### src/verilog/lane_pkg.sv
package lane_pkg;

   ////////////////////////////////////////
   // Lane sizes
   ////////////////////////////////////////

   // VRF read ports, two per issue slot
   localparam int R_PORTS    = 4;
   // VRF write ports, one per issue slot
   localparam int W_PORTS    = 2;
   localparam int VRF_DEPTH  = 64;
   localparam int VRF_AW     = 6;
   localparam int XLEN       = 32;
   localparam int ALU_CTRL_W = 6;
   // Edges from issue to operand valid
   localparam int READ_LAT   = 2;
   // Raw read port forwarded as slide data
   localparam int SLIDE_PORT = 1;

   ////////////////////////////////////////
   // Codes
   ////////////////////////////////////////

   // Element width, code 3 reads as a word
   typedef logic [1:0] sew_t;
   localparam sew_t SEW_8  = 2'd0;
   localparam sew_t SEW_16 = 2'd1;
   localparam sew_t SEW_32 = 2'd2;

   // VRF write data source
   typedef enum logic [1:0] {
      WSRC_ALU   = 2'd0,
      WSRC_LOAD  = 2'd1,
      WSRC_SLIDE = 2'd2,
      WSRC_ZERO  = 2'd3
   } wsrc_t;

   // Index of a read port
   typedef logic [1:0] rport_sel_t;

   ////////////////////////////////////////
   // Request and issue packets
   ////////////////////////////////////////

   // One per read port
   typedef struct packed {
      logic [VRF_AW-1:0] addr;
      logic [1:0]        byte_sel;
   } rd_req_t;

   // One per write port
   typedef struct packed {
      logic [VRF_AW-1:0] addr;
      logic [3:0]        bwen;
      wsrc_t             src;
   } wr_req_t;

   // One per issue slot
   typedef struct packed {
      logic [ALU_CTRL_W-1:0] alu_ctrl;
      logic                  reduction;
      sew_t                  read_sew;
      sew_t                  write_sew;
      rport_sel_t            op3_sel;
      logic                  read_valid;
      logic                  store_valid;
      logic                  index_valid;
   } issue_t;

   // Shared by both slots of an issue
   typedef struct packed {
      rport_sel_t store_sel;
      rport_sel_t index_sel;
   } store_ctl_t;

endpackage
### src/verilog/lane_read_format.sv
`timescale 1ns/10ps

module lane_read_format
   import lane_pkg::*;
(
   input  logic                          clk_i,
   input  logic                          rstn_i,
   // Raw VRF words
   input  logic [R_PORTS-1:0][XLEN-1:0]  raw_i,
   // Stage 1 element width and byte select
   input  sew_t [R_PORTS-1:0]            sew_i,
   input  logic [R_PORTS-1:0][1:0]       byte_sel_i,
   // Formatted, registered words
   output logic [R_PORTS-1:0][XLEN-1:0]  fmt_o
);

   ////////////////////////////////////////
   // Element extraction
   ////////////////////////////////////////

   logic [R_PORTS-1:0][XLEN-1:0] fmt_d;

   always_comb begin
      for (int p = 0; p < R_PORTS; p++) begin
         case (sew_i[p])
            // Byte at byte_sel, zero-extended
            SEW_8: begin
               fmt_d[p] = XLEN'(raw_i[p][byte_sel_i[p]*8 +: 8]);
            end
            // Low or high halfword from bit 0
            SEW_16: begin
               fmt_d[p] = XLEN'(raw_i[p][byte_sel_i[p][0]*16 +: 16]);
            end
            // SEW_32 and the spare code
            default: begin
               fmt_d[p] = raw_i[p];
            end
         endcase
      end
   end

   ////////////////////////////////////////
   // Output register
   ////////////////////////////////////////

   // Cleared so operands read zero out of reset
   always_ff @(posedge clk_i) begin
      if (!rstn_i) begin
         fmt_o <= '0;
      end else begin
         fmt_o <= fmt_d;
      end
   end

endmodule

### config.mk
export PLATFORM = sky130hd
export DESIGN_NAME = lane_read_format
export DESIGN_NICKNAME = d
export VERILOG_FILES = /design/src/verilog/lane_pkg.sv /design/src/verilog/lane_read_format.sv
export SDC_FILE = /design/constraint.sdc
export NUM_CORES = 1
export LEC_CHECK = 0
export BUFFER_PORTS_ARGS = -buffer_cell sky130_fd_sc_hd__buf_2
export CAP_MARGIN = 20
export CORE_ASPECT_RATIO = 1.4
export CORE_MARGIN = 2
export CORE_UTILIZATION = 46
export DETAILED_ROUTE_END_ITERATION = 8
export PLACE_DENSITY_LB_ADDON = 0.3
export SYNTH_ARGS = -nofsm -noshare
export SYNTH_HDL_FRONTEND = slang
export SYNTH_SLANG_ARGS = --single-unit
### constraint.sdc
create_clock -name clk_i -period 1.45 [get_ports clk_i]
set_input_delay 0.29 -clock clk_i [delete_from_list [all_inputs] [get_ports clk_i]]
set_output_delay 0.29 -clock clk_i [all_outputs]
set_load 0.02 [all_outputs]
# == Word-level counts from Yosys, hierarchy flattened ==
# Index checks and enable logic that the tools add are counted.
# classes
n_reduce_logical,4
eq_ne,4
mux,4
n_shift,8
# ops
operator,n
32-bit case mux with 2 select lines,4
32-bit by 6-bit variable part select with 16-bit output,4
32-bit by 6-bit variable part select with 8-bit output,4
"2-bit by 1-bit equality test with 1-bit output, second input constant",4
2-bit logical NOT,4
# totals
register_bits,128
in_bits,146
elab_cells,24

# == Depth between registers and ports, before layout ==
# logic_depth
word_depth,2
mapped_depth,7
depth_no_buf,4

# == Worst setup path after synthesis ==
# Ideal clock, no wire load.
# synth_path
kind,input port to flip-flop
start,input port byte_sel_i[7] (netlist bit)
end,register fmt_o[100] (netlist bit)
stages,5
setup_time_ps,122
t_arrival_ps,1239
setup_slack_ps,89
required_time_ps,1328
path_cell_list,clkbuf_1 -> buf_2 -> mux2i_1 -> nor2_1 -> a221o_1
# synth_via
elab_chain_len,2
# synth_rtl
item,line,source
"start, declared",lane_read_format.sv:12,"input logic [R_PORTS-1:0][1:0] byte_sel_i,"
32-bit by 6-bit variable part select with 8-bit output,lane_read_format.sv:28,fmt_d[p] = XLEN'(raw_i[p][byte_sel_i[p]*8 +: 8]);
32-bit case mux with 2 select lines,lane_read_format.sv:25,case (sew_i[p])
"end signal, assigned",lane_read_format.sv:51,fmt_o <= fmt_d;
"end, declared",lane_read_format.sv:14,output logic [R_PORTS-1:0][XLEN-1:0] fmt_o
# Every way passes these cells.
# A chain may end at the register's enable or synchronous reset.

==> results.md <==
* Hold Crit Class: in2reg
* Commonest non-fill, non-tap cell in the layout: buf_2
* CTS buffer count at 17
* Share of layout cells above drive strength 1 at 46.7%
* Initial antenna violation count at 0
* Detailed placement HPWL at 12.8 mm
* Setup TNS at 0 ps
* Port Buffers at 273
* Crit path time final at 1290 ps
* Unrepaired setup endpoints after global routing: false
* Starting Density at 47.4%
* Setup crit end: fmt_o[35]
* Yosys reg bits at 128
* Die height at 135 um
* Mapped cell area at 5630 um^2
* Placed inst area at 7130 um^2
* Ports at 274
* Gr ovfl total at 0
* Layout filler cell count at 988
* Cell area power density at 1290 nW/um^2
* Avg Vias per Cell at 5.71
* Row count at 47
* CTS Sinks at 128
* Mean area per synthesized cell at 10.4 um^2
* CP Launch Point: rstn_i
* Final period util at 88.8%
* Vias in the first global route at 5,508
* CP endpoint kind: register
* CTS H-tree depth at 4
* Slew Limit Fails at 0
* Final Instance Area at 7770 um^2
* YS warnings at 0
* Synth cell types at 38
* Placed cells at 937
* Max Cap Viol at 0
* CTS max path bufs at 2
* Non-filler instance count after layout at 967
* Sequential Area at 2560 um^2
* Syn nets at 688
* Reg with most FFs: fmt_o
* Layout Area Growth over Synthesis at 38.1%
* Hold buffers post-CTS at 0
* Critical Path RT at 1790 ps
* Seq/Total Area, Yosys at 45.5%
* Number of setup violations in the final report at 0
* Static Leakage at 3.93 nW
* Post-synth top flop: dfxtp_1
* Worst-path clk slew at 60 ps
* Most frequent cells in the layout: 273 x buf_2, 128 x dfxtp_1, 64 x and3_1
* Drt total wl at 17.5 mm
* Top flop regs: fmt_o x128
* Status: finished, final reports clean
* Synth area leader: dfxtp_1
* Number of enable flip-flop cells after synthesis at 0
* Total number of vias at 5,523
* Gr usage total at 25.6%
* Die W at 97.5 um
* CORE AREA at 11,900 um^2
* CTS tree: built
* Worst slew pin tran at 664 ps
* Ys async rst share at 0%
* Worst Path Arrival at 1620 ps
* RePlAce Congestion at 0.883
* Area occupied by multi-input gates at 2760 um^2
* Power Total at 0.0101 W
* Share of the synthesized area in the top cell type at 45.5%
* Top cells by area, synth: dfxtp_1 46%, mux2_2 8.6%, a22oi_1 7.9%
* Fin. Hold Viols at 0
* Worst Path Max Fanout at 23
* Finished Core Util at 65.4%
* Rel. slew slack at 55.5%
* Diodes inserted at 0
* Syn Inst Count at 542
* Worst vdd ir at 0.000745 V
* DRC at 0
* WL/cell at 18.1 um
* Worst Setup Path Type: in2reg
* Pin count of the biggest net entering global routing at 37
* Max reg flops at 128
* Die ar. at 13,100 um^2
* DRT iter0 DRCs at 270
* Clock root buffer: clkbuf_16
* 1st-pass router iterations at 5
* First-pass GRT wire length at 27.2 mm
* Fmax at 777 MHz
* Detail Route Antenna Nets at 0
* Final net count at 955
* Type of element launching the critical path: input pin
==> metrics by stage <==
stage	hold WS (ps)	setup WS [ps]
4_1_cts	83.7	116
2_1_floorplan	414	89.5
3_5_place_dp	520	-266
5_1_grt	94.3	66.6
6_report	92.4	162
3_3_place_gp	519	-441
==> cell families (layout without fill, tap and decap cells) <==
group / after synthesis / in the layout / synth area share (%)
AOI/OAI and AO/OA: 165 / 165 / 21.4
DFF: 128 / 128 / 45.5
muxes: 60 / 60 / 12.0
and+or+nand+nor: 134 / 134 / 15.5
buffers and inverters: 55 / 333 / 5.54
==> layout make-up <==
cell class / count / share of cell area, %
clock inverters: 13 / 2.75
clock buffers: 17 / 5.47
well taps: 147 / 2.37
flip-flops and latches: 128 / 33.0
multi-input cells: 359 / 35.5
inverters: 5 / 0.242
repair buffers: 298 / 20.7
==> routing by layer <==
metal / GRT usage [%] / part of all wire, %
met1: 27.6 / 36
met2: 46.8 / 53
met3: 6.94 / 7.2
met4: 11.1 / 3.0
met5: 0 / 0
==> cell usage after synthesis, types with 4 or more instances <==
library cell    n
and3_1         64
buf_2          14
a21oi_1        23
nor3b_1         4
nor2_1          5
a21o_1          5
mux2_4          4
clkbuf_1       21
a22oi_1        59
o21ai_1        17
o22ai_1         4
nor2b_1        34
a22o_1         44
nand2_1        10
o211ai_1        7
mux2i_1        13
dfxtp_1       128
mux2_2         43
buf_6           4
a221o_1         4
buf_4           6
==> worst min path at each step <==
stage,start,endpoint,slack [ps],cells after the start
2_1_floorplan,raw_i[0],fmt_o[0],410,2
3_3_place_gp,raw_i[101],fmt_o[101],520,2
3_5_place_dp,raw_i[97],fmt_o[97],520,2
4_1_cts,raw_i[97],fmt_o[97],80,2
5_1_grt,raw_i[97],fmt_o[97],90,2
6_report,raw_i[97],fmt_o[97],90,2
==> what timing repair did <==
item / CTS / global route
endpoints found under the hold margin: 0 / 0
buffers inserted: 0 / 0
setup endpoints to repair: 0 / 2
resized for setup: 0 / 1
==> power breakdown <==
part	leakage [nW]	internal (W)	switching, W
logic	2.57	0.000696	0.000916
clock network	0.305	0.00304	0.00162
registers	1.06	0.00373	0.0000521
total	3.93	0.00746	0.00259
==> worst max-delay path, cell delays in order <==
cell and delay (ps):
buf_2 130, buf_4 270, buf_4 270, and3b_1 380
a22oi_1 160, o211ai_1 130
Note: power is estimated with default switching activity, not from simulation.
