### src/verilog/lane_pkg.sv
package lane_pkg;

   ////////////////////////////////////////
   // Lane sizes
   ////////////////////////////////////////

   // VRF read ports, two per issue slot
   localparam int R_PORTS    = 4;
   // VRF write ports, one per issue slot
   localparam int W_PORTS    = 2;
   localparam int VRF_DEPTH  = 64;
   localparam int VRF_AW     = 6;
   localparam int XLEN       = 32;
   localparam int ALU_CTRL_W = 6;
   // Edges from issue to operand valid
   localparam int READ_LAT   = 2;
   // Raw read port forwarded as slide data
   localparam int SLIDE_PORT = 1;

   ////////////////////////////////////////
   // Codes
   ////////////////////////////////////////

   // Element width, code 3 reads as a word
   typedef logic [1:0] sew_t;
   localparam sew_t SEW_8  = 2'd0;
   localparam sew_t SEW_16 = 2'd1;
   localparam sew_t SEW_32 = 2'd2;

   // VRF write data source
   typedef enum logic [1:0] {
      WSRC_ALU   = 2'd0,
      WSRC_LOAD  = 2'd1,
      WSRC_SLIDE = 2'd2,
      WSRC_ZERO  = 2'd3
   } wsrc_t;

   // Index of a read port
   typedef logic [1:0] rport_sel_t;

   ////////////////////////////////////////
   // Request and issue packets
   ////////////////////////////////////////

   // One per read port
   typedef struct packed {
      logic [VRF_AW-1:0] addr;
      logic [1:0]        byte_sel;
   } rd_req_t;

   // One per write port
   typedef struct packed {
      logic [VRF_AW-1:0] addr;
      logic [3:0]        bwen;
      wsrc_t             src;
   } wr_req_t;

   // One per issue slot
   typedef struct packed {
      logic [ALU_CTRL_W-1:0] alu_ctrl;
      logic                  reduction;
      sew_t                  read_sew;
      sew_t                  write_sew;
      rport_sel_t            op3_sel;
      logic                  read_valid;
      logic                  store_valid;
      logic                  index_valid;
   } issue_t;

   // Shared by both slots of an issue
   typedef struct packed {
      rport_sel_t store_sel;
      rport_sel_t index_sel;
   } store_ctl_t;

endpackage
### src/verilog/lane_issue_pipe.sv
`timescale 1ns/10ps

module lane_issue_pipe
   import lane_pkg::*;
(
   input  logic                         clk_i,
   input  logic                         rstn_i,
   // Issue side
   input  issue_t     [W_PORTS-1:0]     issue_i,
   input  store_ctl_t                   store_ctl_i,
   input  logic       [R_PORTS-1:0][1:0] byte_sel_i,
   // Toward the read formatter, stage 1
   output sew_t       [R_PORTS-1:0]     fmt_sew_o,
   output logic       [R_PORTS-1:0][1:0] fmt_byte_sel_o,
   // Toward the result stage, stage READ_LAT
   output issue_t     [W_PORTS-1:0]     issue_o,
   output store_ctl_t                   store_ctl_o
);

   ////////////////////////////////////////
   // Pipeline registers
   ////////////////////////////////////////

   // Index 0 is the stage one edge after issue
   issue_t     [READ_LAT-1:0][W_PORTS-1:0] issue_q;
   store_ctl_t [READ_LAT-1:0]              store_q;
   // Byte selects are only needed at stage 1
   logic       [R_PORTS-1:0][1:0]          bsel_q;

   always_ff @(posedge clk_i) begin
      if (!rstn_i) begin
         issue_q <= '0;
         store_q <= '0;
         bsel_q  <= '0;
      end else begin
         issue_q[0] <= issue_i;
         store_q[0] <= store_ctl_i;
         bsel_q     <= byte_sel_i;
         // Shift older packets down the pipe
         for (int s = 1; s < READ_LAT; s++) begin
            issue_q[s] <= issue_q[s-1];
            store_q[s] <= store_q[s-1];
         end
      end
   end

   ////////////////////////////////////////
   // Stage 1 format controls
   ////////////////////////////////////////

   // Each slot owns a consecutive pair of read ports
   always_comb begin
      for (int p = 0; p < R_PORTS; p++) begin
         fmt_sew_o[p] = issue_q[0][p / (R_PORTS / W_PORTS)].read_sew;
      end
   end

   assign fmt_byte_sel_o = bsel_q;

   ////////////////////////////////////////
   // Result stage packet
   ////////////////////////////////////////

   // Lines up with the registered formatted words
   assign issue_o     = issue_q[READ_LAT-1];
   assign store_ctl_o = store_q[READ_LAT-1];

endmodule

### config.mk
export PLATFORM = sky130hd
export DESIGN_NAME = lane_issue_pipe
export DESIGN_NICKNAME = d
export VERILOG_FILES = /design/src/verilog/lane_pkg.sv /design/src/verilog/lane_issue_pipe.sv
export SDC_FILE = /design/constraint.sdc
export NUM_CORES = 1
export LEC_CHECK = 0
export BUFFER_PORTS_ARGS = -buffer_cell sky130_fd_sc_hd__buf_4
export CAP_MARGIN = 20
export CORE_MARGIN = 3
export CORE_UTILIZATION = 47
export DETAILED_ROUTE_END_ITERATION = 7
export PLACE_DENSITY = 0.77
export SYNTH_ARGS = -nofsm -noshare
export SYNTH_HDL_FRONTEND = slang
export SYNTH_SLANG_ARGS = --single-unit
### constraint.sdc
create_clock -name clk_i -period 0.8 [get_ports clk_i]
set_clock_uncertainty 0.05 [all_clocks]
set_input_delay 0.08 -clock clk_i [delete_from_list [all_inputs] [get_ports clk_i]]
set_output_delay 0.08 -clock clk_i [all_outputs]
set_load 0.02 [all_outputs]
# After elaboration in Yosys (flattened, before gate mapping)
# Cells that the tools add are included.
dict set report op_classes {
  add_sub_neg 0
  multipliers 0
  n_div 0
  n_lt_le_gt_ge 0
  eq_ne 0
  n_shift 0
  mux 0
  bitwise 0
  n_reduce_logical 0
}
dict set report totals {
  register_bits 80
  latchBits 0
  ramBits 0
  romBits 0
  in_bits 46
  out_inout_bits 52
  word_cells 40
  memories 0
}

# Logic depth before layout (Yosys ltp)
dict set report depth {
  ltp_word 0
  ltp_mapped 2
  mapped_depth_nobuf 1
}

# Worst setup path after synthesis
# No wires, ideal clock.
dict set report synth_timing {
  path_kind {register -> register}
  startpoint {reg issue_q, in the netlist fmt_sew_o[4]}
  endpoint {reg issue_q, in the netlist issue_o[23]}
  setup_time_ns 0.116
  arrival_ns 0.463
  required_ns 0.634
  path_slack_ns 0.171
  path_stages_with_launch 2
  path_buffers 0
  period_less_slack_ns 0.629
  cell_sequence {dfxtp_1 > and2_2}
}
# element line
set synth_rtl {}
lappend synth_rtl {{start, declared} lane_issue_pipe.sv:25} ;# issue_t [READ_LAT-1:0][W_PORTS-1:0] issue_q;
lappend synth_rtl {{start signal, assigned by index} lane_issue_pipe.sv:41} ;# issue_q[s] <= issue_q[s-1];
# No word-level cell between the ends.

# Worst setup path in the final report
dict set report layout_timing {
  startpoint {reg issue_q, in the netlist fmt_sew_o[5]}
  endpoint {out fmt_sew_o[5] (netlist bit)}
}
# element line
set layout_rtl {}
lappend layout_rtl {{end, declared} lane_issue_pipe.sv:13} ;# output sew_t [R_PORTS-1:0] fmt_sew_o,
# No word-level cell between the ends.

==> impl_metrics.json <==
{
  "path_clk_slew_ns": 0.08,
  "place.gp.congestion": 0.6908,
  "synth_flop_cell": "dfxtp_1",
  "cp_cell_sequence": "buf_6",
  "wl_per_cell_um": 12.08,
  "via_per_inst": 4.018,
  "grt_overflow": 0,
  "async_reset_ff_frac": 0,
  "wl_met2_mm": 2.691,
  "core_area_um2": 5172,
  "drtPass1Iterations": 2,
  "cp_top_family": "flip-flops",
  "start_kind": "flop",
  "io_buffers": 97,
  "r2r_setup_slack_ns": 0.12,
  "placed_area_um2": 2989,
  "synth_area_per_cell_um2": 12.00,
  "grt_antenna_before_repair": 0,
  "max_stage_delay_ns": 0.36,
  "multiInputGateArea_um2": 571.8,
  "clockBufferDepth": 2,
  "first_global_vias": 1648,
  "final_area_um2": 3905,
  "rr_worst_depth": 1,
  "fin_nets": 358,
  "reg2reg_from": "fmt_sew_o[4]",
  "vdd_drop_max_v": 0.001275,
  "cts_tree": "built",
  "hold_path_depth": 2,
  "crit_slowest_cell": "dfxtp_2",
  "die_area_um2": 6331,
  "met1_length_mm": 1.584,
  "clock-root-buffer": "clkbuf_8",
  "drive_gt1_frac": 0.6845,
  "slew_violations": 0,
  "grt_pass1_wl_mm": 7.403,
  "hp-start": "rstn_i",
  "routed_wl_mm": 4.674,
  "outcome": "finished with violations",
  "grt_max_degree": 81,
  "finalHoldViolCount": 0,
  "max-slew-margin-rel": 0.6503,
  "yosysTopAreaCellShare": 0.6296,
  "required_ns": 0.67,
  "synth_area_leader_cell": "dfxtp_1",
  "worst-path-max-fanout": 3,
  "dr.max_layer_used": "met4",
  "rows": 26,
  "synth_seq_cells": 80,
  "synth-edff-count": 0,
  "die_x_um": 79.57,
  "drt_iter0_drc": 36,
  "ys_warn_count": 0,
  "cts-htree-levels": 3,
  "p_per_area_nw_per_um2": 2198,
  "start_util": 0.4918,
  "synth_area_um2": 2544,
  "drc": 0,
  "hold_path.class": "in2reg",
  "cts_buffers": 9,
  "cts_sinks": 80,
  "setup_viol": 52,
  "hold_end": "issue_o[16]",
  "critPathBufInv": 1,
  "netlist_instances": 212,
  "yosysSeqAreaShare": 0.6296,
  "final_antenna_net_count": 0,
  "rsz0062_at_grt": "yes",
  "postLayoutCoreUtil": 0.7550,
  "crit_start": "fmt_sew_o[5]",
  "synth_top_cells_by_count": "80 x dfxtp_1, 57 x and2_2, 44 x buf_4",
  "min_period_ns": 0.9407,
  "syn_nets": 258,
  "ff_latch_area_um2": 1662,
  "max_freq_mhz": 1063,
  "end_kind": "primary output",
  "post-cts-setup-buffers": 0,
  "violations": "negative setup slack",
  "wl_met3_um": 315,
  "io_pins": 98,
  "fp.dieH_um": 79.57,
  "drv_cap": 0,
  "ys_top_cells_by_area": "dfxtp_1 63%, and2_2 17%, buf_4 13%",
  "period_share": 1.176,
  "nFillCells": 325,
  "worst-setup-path-type": "reg2out",
  "yosysMostFrequentCell": "dfxtp_1",
  "r2r_end": "issue_o[23]",
  "area.growth.synth_to_final_pct": 53.52,
  "via_count": 1555,
  "cp.arrival_ns": 0.81,
  "grt_use_total": 0.1592,
  "n_antenna_cell": 0,
  "worstMarginPinSlew_ns": 0.5246,
  "yosysUniqueCellTypes": 5,
  "clk-insertion-delay-late_ns": 0.33,
  "fin_ws_ns": -0.1407,
  "p_leak_uw": 0.001771
}
[timing repair]
action	4_1_cts	5_1_grt
hold buffers	44	0
setup endpoints to repair	52	52
endpoints found under the hold margin	44	0
cloned	0	0
resized for setup	96	0
[per-layer routing]
metal,track usage,up-vias
met2,0.3013,53
li1,-,791
met4,0.09794,0
met5,0,-
met1,0.1434,704
met3,0.05192,7
[worst max path at each step]
stage	slack (ns)	cells past startpoint	to
after CTS	-0.17	1	fmt_sew_o[5]
final	-0.14	1	fmt_sew_o[5]
after global routing	-0.19	1	fmt_sew_o[7]
after detailed placement	-0.12	2	fmt_sew_o[5]
after global placement	-0.08	2	issue_o[26]
after floorplan	0.17	1	issue_o[23]
[cell type report]
class | instances | share of cell area
clock inverters | 6 | 0.02756
multi-input cells | 80 | 0.1464
well taps | 70 | 0.02243
repair buffers | 141 | 0.3454
clock buffers | 10 | 0.03268
flip-flops and latches | 80 | 0.4255
[flip-flops by register name, summed over array words and instances, names as in the netlist]
signal          cells
issue_o            32
issue_q            28
fmt_sew_o           4
store_ctl_o         4
store_q             4
fmt_byte_sel_o      8
[power breakdown]
| group | switching (uW) | total (uW) | internal, uW |
|---|---|---|---|
| combinational | 331 | 923 | 593 |
| clock | 1340 | 3400 | 2060 |
| sequential | 67.1 | 4260 | 4190 |
| total | 1740 | 8580 | 6850 |
[metrics by stage]
stage	setup TNS, ns	worst slack (ns)	hold WS (ns)	std cells	total power (uW)
5_1_grt	-7.623	-0.1898	0.2620	387	8942
4_1_cts	-7.051	-0.1732	0.2127	387	8695
6_report	-5.502	-0.1407	0.2305	387	8582
3_5_place_dp	-7.509	-0.1191	0.2408	327	4995
3_3_place_gp	-5.545	-0.08206	0.2344	327	4971
2_1_floorplan	0	0.1706	0.1517	212	4756
[logic make-up after synthesis]
logic type	synth area share
buffers and inverters	0.1456
flip-flops	0.6296
AND/OR/NAND/NOR	0.2248
[placed cells by master, fill, tap and decap left out]
master / instances
and2_1: 23
and2_2: 57
buf_4: 49
buf_6: 48
bufinv_16: 3
clkbuf_1: 1
clkbuf_8: 9
clkinv_2: 2
clkinvlp_4: 1
dfxtp_1: 32
dfxtp_2: 48
dlygate4sd3_1: 44
(Power assumes the default switching activity.)
