$ cat src/verilog/lane_pkg.sv
package lane_pkg;

   ////////////////////////////////////////
   // Lane sizes
   ////////////////////////////////////////

   // VRF read ports, two per issue slot
   localparam int R_PORTS    = 4;
   // VRF write ports, one per issue slot
   localparam int W_PORTS    = 2;
   localparam int VRF_DEPTH  = 64;
   localparam int VRF_AW     = 6;
   localparam int XLEN       = 32;
   localparam int ALU_CTRL_W = 6;
   // Edges from issue to operand valid
   localparam int READ_LAT   = 2;
   // Raw read port forwarded as slide data
   localparam int SLIDE_PORT = 1;

   ////////////////////////////////////////
   // Codes
   ////////////////////////////////////////

   // Element width, code 3 reads as a word
   typedef logic [1:0] sew_t;
   localparam sew_t SEW_8  = 2'd0;
   localparam sew_t SEW_16 = 2'd1;
   localparam sew_t SEW_32 = 2'd2;

   // VRF write data source
   typedef enum logic [1:0] {
      WSRC_ALU   = 2'd0,
      WSRC_LOAD  = 2'd1,
      WSRC_SLIDE = 2'd2,
      WSRC_ZERO  = 2'd3
   } wsrc_t;

   // Index of a read port
   typedef logic [1:0] rport_sel_t;

   ////////////////////////////////////////
   // Request and issue packets
   ////////////////////////////////////////

   // One per read port
   typedef struct packed {
      logic [VRF_AW-1:0] addr;
      logic [1:0]        byte_sel;
   } rd_req_t;

   // One per write port
   typedef struct packed {
      logic [VRF_AW-1:0] addr;
      logic [3:0]        bwen;
      wsrc_t             src;
   } wr_req_t;

   // One per issue slot
   typedef struct packed {
      logic [ALU_CTRL_W-1:0] alu_ctrl;
      logic                  reduction;
      sew_t                  read_sew;
      sew_t                  write_sew;
      rport_sel_t            op3_sel;
      logic                  read_valid;
      logic                  store_valid;
      logic                  index_valid;
   } issue_t;

   // Shared by both slots of an issue
   typedef struct packed {
      rport_sel_t store_sel;
      rport_sel_t index_sel;
   } store_ctl_t;

endpackage
$ cat src/verilog/lane_result_route.sv
`timescale 1ns/10ps

module lane_result_route
   import lane_pkg::*;
(
   // Read side
   input  logic       [R_PORTS-1:0][XLEN-1:0]       fmt_i,
   input  logic       [XLEN-1:0]                    raw_slide_i,
   input  issue_t     [W_PORTS-1:0]                 issue_i,
   input  store_ctl_t                               store_ctl_i,
   // Write side
   input  wr_req_t    [W_PORTS-1:0]                 wr_req_i,
   input  logic       [W_PORTS-1:0]                 alu_vld_i,
   input  logic       [W_PORTS-1:0]                 request_control_i,
   input  logic       [W_PORTS-1:0][XLEN-1:0]       alu_res_i,
   input  logic       [XLEN-1:0]                    load_data_i,
   input  logic       [XLEN-1:0]                    slide_data_i,
   // VRF write ports
   output wr_req_t    [W_PORTS-1:0]                 wr_o,
   output logic       [W_PORTS-1:0][XLEN-1:0]       wdata_o,
   output logic       [W_PORTS-1:0]                 wen_o,
   // ALU operands and controls
   output logic       [W_PORTS-1:0][XLEN-1:0]       vs1_o,
   output logic       [W_PORTS-1:0][XLEN-1:0]       vs2_o,
   output logic       [W_PORTS-1:0][XLEN-1:0]       vs3_o,
   output logic       [W_PORTS-1:0][ALU_CTRL_W-1:0] alu_opmode_o,
   output logic       [W_PORTS-1:0]                 alu_reduction_o,
   output sew_t       [W_PORTS-1:0]                 alu_read_sew_o,
   output sew_t       [W_PORTS-1:0]                 alu_write_sew_o,
   output logic       [W_PORTS-1:0]                 alu_vld_o,
   // Load/store side
   output logic       [XLEN-1:0]                    store_data_o,
   output logic       [XLEN-1:0]                    store_load_index_o,
   output logic       [W_PORTS-1:0]                 store_data_valid_o,
   output logic       [W_PORTS-1:0]                 store_load_index_valid_o,
   output logic       [XLEN-1:0]                    slide_data_o
);

   ////////////////////////////////////////
   // Write path
   ////////////////////////////////////////

   always_comb begin
      for (int k = 0; k < W_PORTS; k++) begin
         // Data source per write port
         case (wr_req_i[k].src)
            WSRC_ALU:   wdata_o[k] = alu_res_i[k];
            WSRC_LOAD:  wdata_o[k] = load_data_i;
            WSRC_SLIDE: wdata_o[k] = slide_data_i;
            default:    wdata_o[k] = '0;
         endcase
         // Needs a byte enable and a requester
         wen_o[k] = (|wr_req_i[k].bwen) & (alu_vld_i[k] | request_control_i[k]);
      end
   end

   assign wr_o = wr_req_i;

   ////////////////////////////////////////
   // Operands and issue fields
   ////////////////////////////////////////

   always_comb begin
      for (int k = 0; k < W_PORTS; k++) begin
         // Fixed port pair per slot
         vs1_o[k]           = fmt_i[2*k];
         vs2_o[k]           = fmt_i[2*k + 1];
         // Third operand from any port
         vs3_o[k]           = fmt_i[issue_i[k].op3_sel];
         alu_opmode_o[k]    = issue_i[k].alu_ctrl;
         alu_reduction_o[k] = issue_i[k].reduction;
         alu_read_sew_o[k]  = issue_i[k].read_sew;
         alu_write_sew_o[k] = issue_i[k].write_sew;
         alu_vld_o[k]       = issue_i[k].read_valid;
         store_data_valid_o[k]       = issue_i[k].store_valid;
         store_load_index_valid_o[k] = issue_i[k].index_valid;
      end
   end

   ////////////////////////////////////////
   // Store and slide data
   ////////////////////////////////////////

   assign store_data_o       = fmt_i[store_ctl_i.store_sel];
   assign store_load_index_o = fmt_i[store_ctl_i.index_sel];
   // Raw word, one edge ahead of operands
   assign slide_data_o       = raw_slide_i;

endmodule

$ cat config.mk
export PLATFORM = sky130hd
export DESIGN_NAME = lane_result_route
export DESIGN_NICKNAME = d
export VERILOG_FILES = /design/src/verilog/lane_pkg.sv /design/src/verilog/lane_result_route.sv
export SDC_FILE = /design/constraint.sdc
export NUM_CORES = 1
export LEC_CHECK = 0
export BUFFER_PORTS_ARGS = -buffer_cell sky130_fd_sc_hd__buf_2
export CELL_PAD_IN_SITES_DETAIL_PLACEMENT = 0
export CELL_PAD_IN_SITES_GLOBAL_PLACEMENT = 1
export CORE_AREA = 2 2 294 296
export DETAILED_ROUTE_END_ITERATION = 7
export DIE_AREA = 0 0 296 298
export PLACE_DENSITY_LB_ADDON = 0.1
export SYNTH_ARGS = -nofsm -noshare
export SYNTH_HDL_FRONTEND = slang
export SYNTH_SLANG_ARGS = --single-unit
$ cat constraint.sdc
create_clock -name vclk -period 2.5
set_input_delay 0.5 -clock vclk [all_inputs]
set_output_delay 0.5 -clock vclk [all_outputs]
set_load 0.005 [all_outputs]
# After elaboration in Yosys (flattened, before gate mapping)
# Index checks and enable logic that the tools add are counted.
# totals
regBits	0
inputBits	352
out_inout_bits	406
wordCells	26
# op_classes
order_cmp	4
eq_ne	4
mux	10
n_bitwise	4
reduce_logical	4
# op_table
op	count
$bmux W32 S2	4
$pmux W32 S3	2
$mux W32	4
$lt A2 B3 Y1 const B	4
$reduce_or A4 Y1	2
$eq A2 B1 Y1 const B	2
$eq A2 B2 Y1 const B	2
$logic_not A2 Y1	2
$and A1 B1 Y1	2
$or A1 B1 Y1	2

# Depth between registers and ports, before layout
# depth
word_depth	2
mapped_depth	5
mapped_depth_nobuf	2

# Worst setup path after synthesis
# OpenSTA, ideal clock, no wires.
# synth_timing
kind	input port to output port
startpoint	input port store_ctl_i[2] (netlist bit)
endpoint	output port store_data_o[10]
arrival_ps	1261
required_ps	2000
slack_ps	739
path_stages	3
path_buffers	2
path_cell_list	buf_6 buf_12 mux4_2
# synth_via
elab_chain_cells	2
# synth_rtl
element	line	rtl
start: declaration	lane_result_route.sv:10	input store_ctl_t store_ctl_i,
$bmux W32 S2	lane_result_route.sv:84	assign store_data_o = fmt_i[store_ctl_i.store_sel];
$mux W32 (not written as such)	lane_result_route.sv:84	
end: declaration	lane_result_route.sv:32	output logic [XLEN-1:0] store_data_o,
# Every way passes these cells. The select of a mux whose other input is x is not followed.

# Worst setup path in the final report
# layout_timing
startpoint	input port store_ctl_i[0] (netlist bit)
endpoint	output port store_load_index_o[31]
# layout_via
elab_chain_cells	2
# layout_rtl
element	line	rtl
$bmux W32 S2	lane_result_route.sv:85	assign store_load_index_o = fmt_i[store_ctl_i.index_sel];
$mux W32 (not written as such)	lane_result_route.sv:85	
end: declaration	lane_result_route.sv:33	output logic [XLEN-1:0] store_load_index_o,
# Every way passes these cells. The select of a mux whose other input is x is not followed.

==> run_results.csv <==
group,metric,value,unit
setup_path,worstPathMaxFanout,16,
power_and_ir_drop,power_frac_seq,0,%
yosys,yosysMostFrequentCell,"buf_4",
drt,vias,6501,
drt,detail_route.wl_per_cell,22.5,µm
drt,detail-route-antenna-nets,0,
grt,overflow,0,
setup_path,path_class,"in2out",
placed_design,portBuffers,614,
timing,slew_violations,0,
yosys,yosys-top-cells-area,"mux4_2 43%, buf_4 26%, mux2i_1 10%",
yosys,syn_area_per_cell,11.8,µm²
yosys,synth.top_cells.by_count,"214 x buf_4, 120 x mux4_2, 64 x mux2i_1, 64 x o2bb2ai_1, 24 x buf_2",
yosys,syn-num-nets,880,
power_and_ir_drop,power.leakage,3.97,nW
die,start_util,7.32,%
status,status,"complete, no violations",
setup_path,crit_arrival,1610,ps
timing,period_needed,2110,ps
yosys,yosysWarnings,0,
die,die_w,296,µm
flow_run,max_cap_viol_count,0,
min_path,holdCritStartpoint,"issue_i[12]",
power_and_ir_drop,internal-power,0.000889,W
grt,grt_pass1_wl,61.0,mm
die,io_pins,758,
grt,grt_start_max_net_pins,34,
power_and_ir_drop,switchingPower,0.000923,W
setup_path,startpoint_type,"primary input",
yosys,synth_top_area_share,43.5,%
setup_path,cp_top_family,"multiplexers",
die,core,84900,µm²
finish,layout-drive-gt1-share,84.3,%
setup_path,crit_path_end_kind,"primary output",
finish,nFillCells,9906,
setup_path,crit_top_cell,"buf_2",
grt,antenna_found_initial,10,
timing,setup_violations,0,
power_and_ir_drop,sw_frac_of_total,50.9,%
timing,fin_ws,389,ps
setup_path,max_stage_delay,570,ps
die,placementRows,107,
yosys,yosysSeqAreaShare,0,%
finish,area_delta_synth_final,45.4,%
yosys,ys_types,14,
setup_path,cp_slowest_cell,"mux4_1",
placed_design,hpwl,38.9,mm
power_and_ir_drop,p_per_area,201,nW/µm²
setup_path,required,2000,ps
power_and_ir_drop,vdd_ir_drop_max,0.0704,mV
cts,postCtsSetupBuffers,0,
drt,finalWirelength,46.2,mm
timing,max_freq,474,MHz
timing,timing.final.crit_share,84.4,%
timing,worstMarginPinSlew,540,ps
cts,cts-resized-gates,0,
finish,fin_nets,1257,
finish,nClkBuffers,0,
min_path,worstHoldEndpoint,"alu_opmode_o[2]",
power_and_ir_drop,p_clk_share,0,%
timing,hold_viol,0,
drt,drc,0,
min_path,hold_path.class,"in2out",
cts,holdBufCountCts,0,
setup_path,path_cells,"buf_2 > buf_12 > mux4_1 > buf_2",
yosys,syn-cell-area,6210,µm²
timing,rsz0062_at_grt,"no",
min_path,min_path_cells,0,
placed_design,place_congestion,0.742,
finish,post-route-util,10.6,%
finish,ff_latch_area,0,µm²
grt,grt.total_usage,9.71,%
drt,drtPass1Iterations,4,
die,die_area,88200,µm²
timing,hold_slack,1000,ps
grt,grt_pass1_vias,6875,
power_and_ir_drop,power_frac_comb,100.0,%
timing,relSlewSlack,64.0,%
yosys,synth_cells,528,
finish,seq_cells,0,
drt,vias_per_cell,3.16,
drt,drt_first_iter_violations,252,
die,chipHeight,298,µm
yosys,yosys.area.top_type,"mux4_2",
setup_path,crit_buf_inv,3,
timing,setup_tns,0,ps
placed_design,place_ws,351,ps
per-stage QoR:
stage                     power (W)  area (µm²)  std cells
after global placement      0.00189        9010       2047
after global routing        0.00195        9020       2050
final                       0.00181        9040       2056
after floorplan             0.00101        6210        528
after detailed placement    0.00185        9010       2047
after CTS                   0.00186        9010       2047
kinds of logic after synthesis:
kind of cell	count (synthesis)	share of synthesized area, %
buffers and inverters	264	33.1
AO/OA/AOI/OAI	64	9.02
multiplexers	192	57.2
AND/OR/NAND/NOR	8	0.644
cells in the final DEF (no fill, tap or decap):
cell	synthesis	final
o2bb2ai_1	64	64
nor4_1	2	2
nor2b_2	0	2
buf_2	24	614
buf_4	214	12
nor2_1	4	4
mux4_2	120	120
mux2i_1	64	64
diode_2	0	9
buf_12	12	13
mux4_1	8	8
power by group through the flow:
stage          sequential (W)  combinational (W)        clock, W
3_5_place_dp                0            0.00185               0
6_report                    0            0.00181  0.000000000484
5_1_grt                     0            0.00195  0.000000000161
4_1_cts                     0            0.00186               0
2_1_floorplan               0            0.00101               0
3_3_place_gp                0            0.00189               0
layout make-up:
cell class	count	area [µm²]	share of cell area [%]
antenna	9	22.5	0.249
multi-input combinational	264	4160	46.0
tap	1144	1430	15.8
timing repair buffer	639	3420	37.9
per-layer routing:
metal,global-route usage [%],part of all wire [%],vias to the layer above
li1,-,-,2700
met1,11.1,38,3325
met2,18.4,52,417
met3,2.42,8.3,55
met4,1.31,1.5,4
met5,0,0.058,-
worst max path at each step:
stage	slack, ps	end	from	cells after the start
3_3_place_gp	360	store_load_index_o[31]	store_ctl_i[0]	4
3_5_place_dp	350	store_load_index_o[31]	store_ctl_i[0]	4
6_report	390	store_load_index_o[31]	store_ctl_i[0]	4
4_1_cts	350	store_load_index_o[31]	store_ctl_i[0]	4
2_1_floorplan	740	store_data_o[10]	store_ctl_i[2]	3
5_1_grt	300	store_load_index_o[31]	store_ctl_i[0]	4
Note: power is estimated with default switching activity, not from simulation.
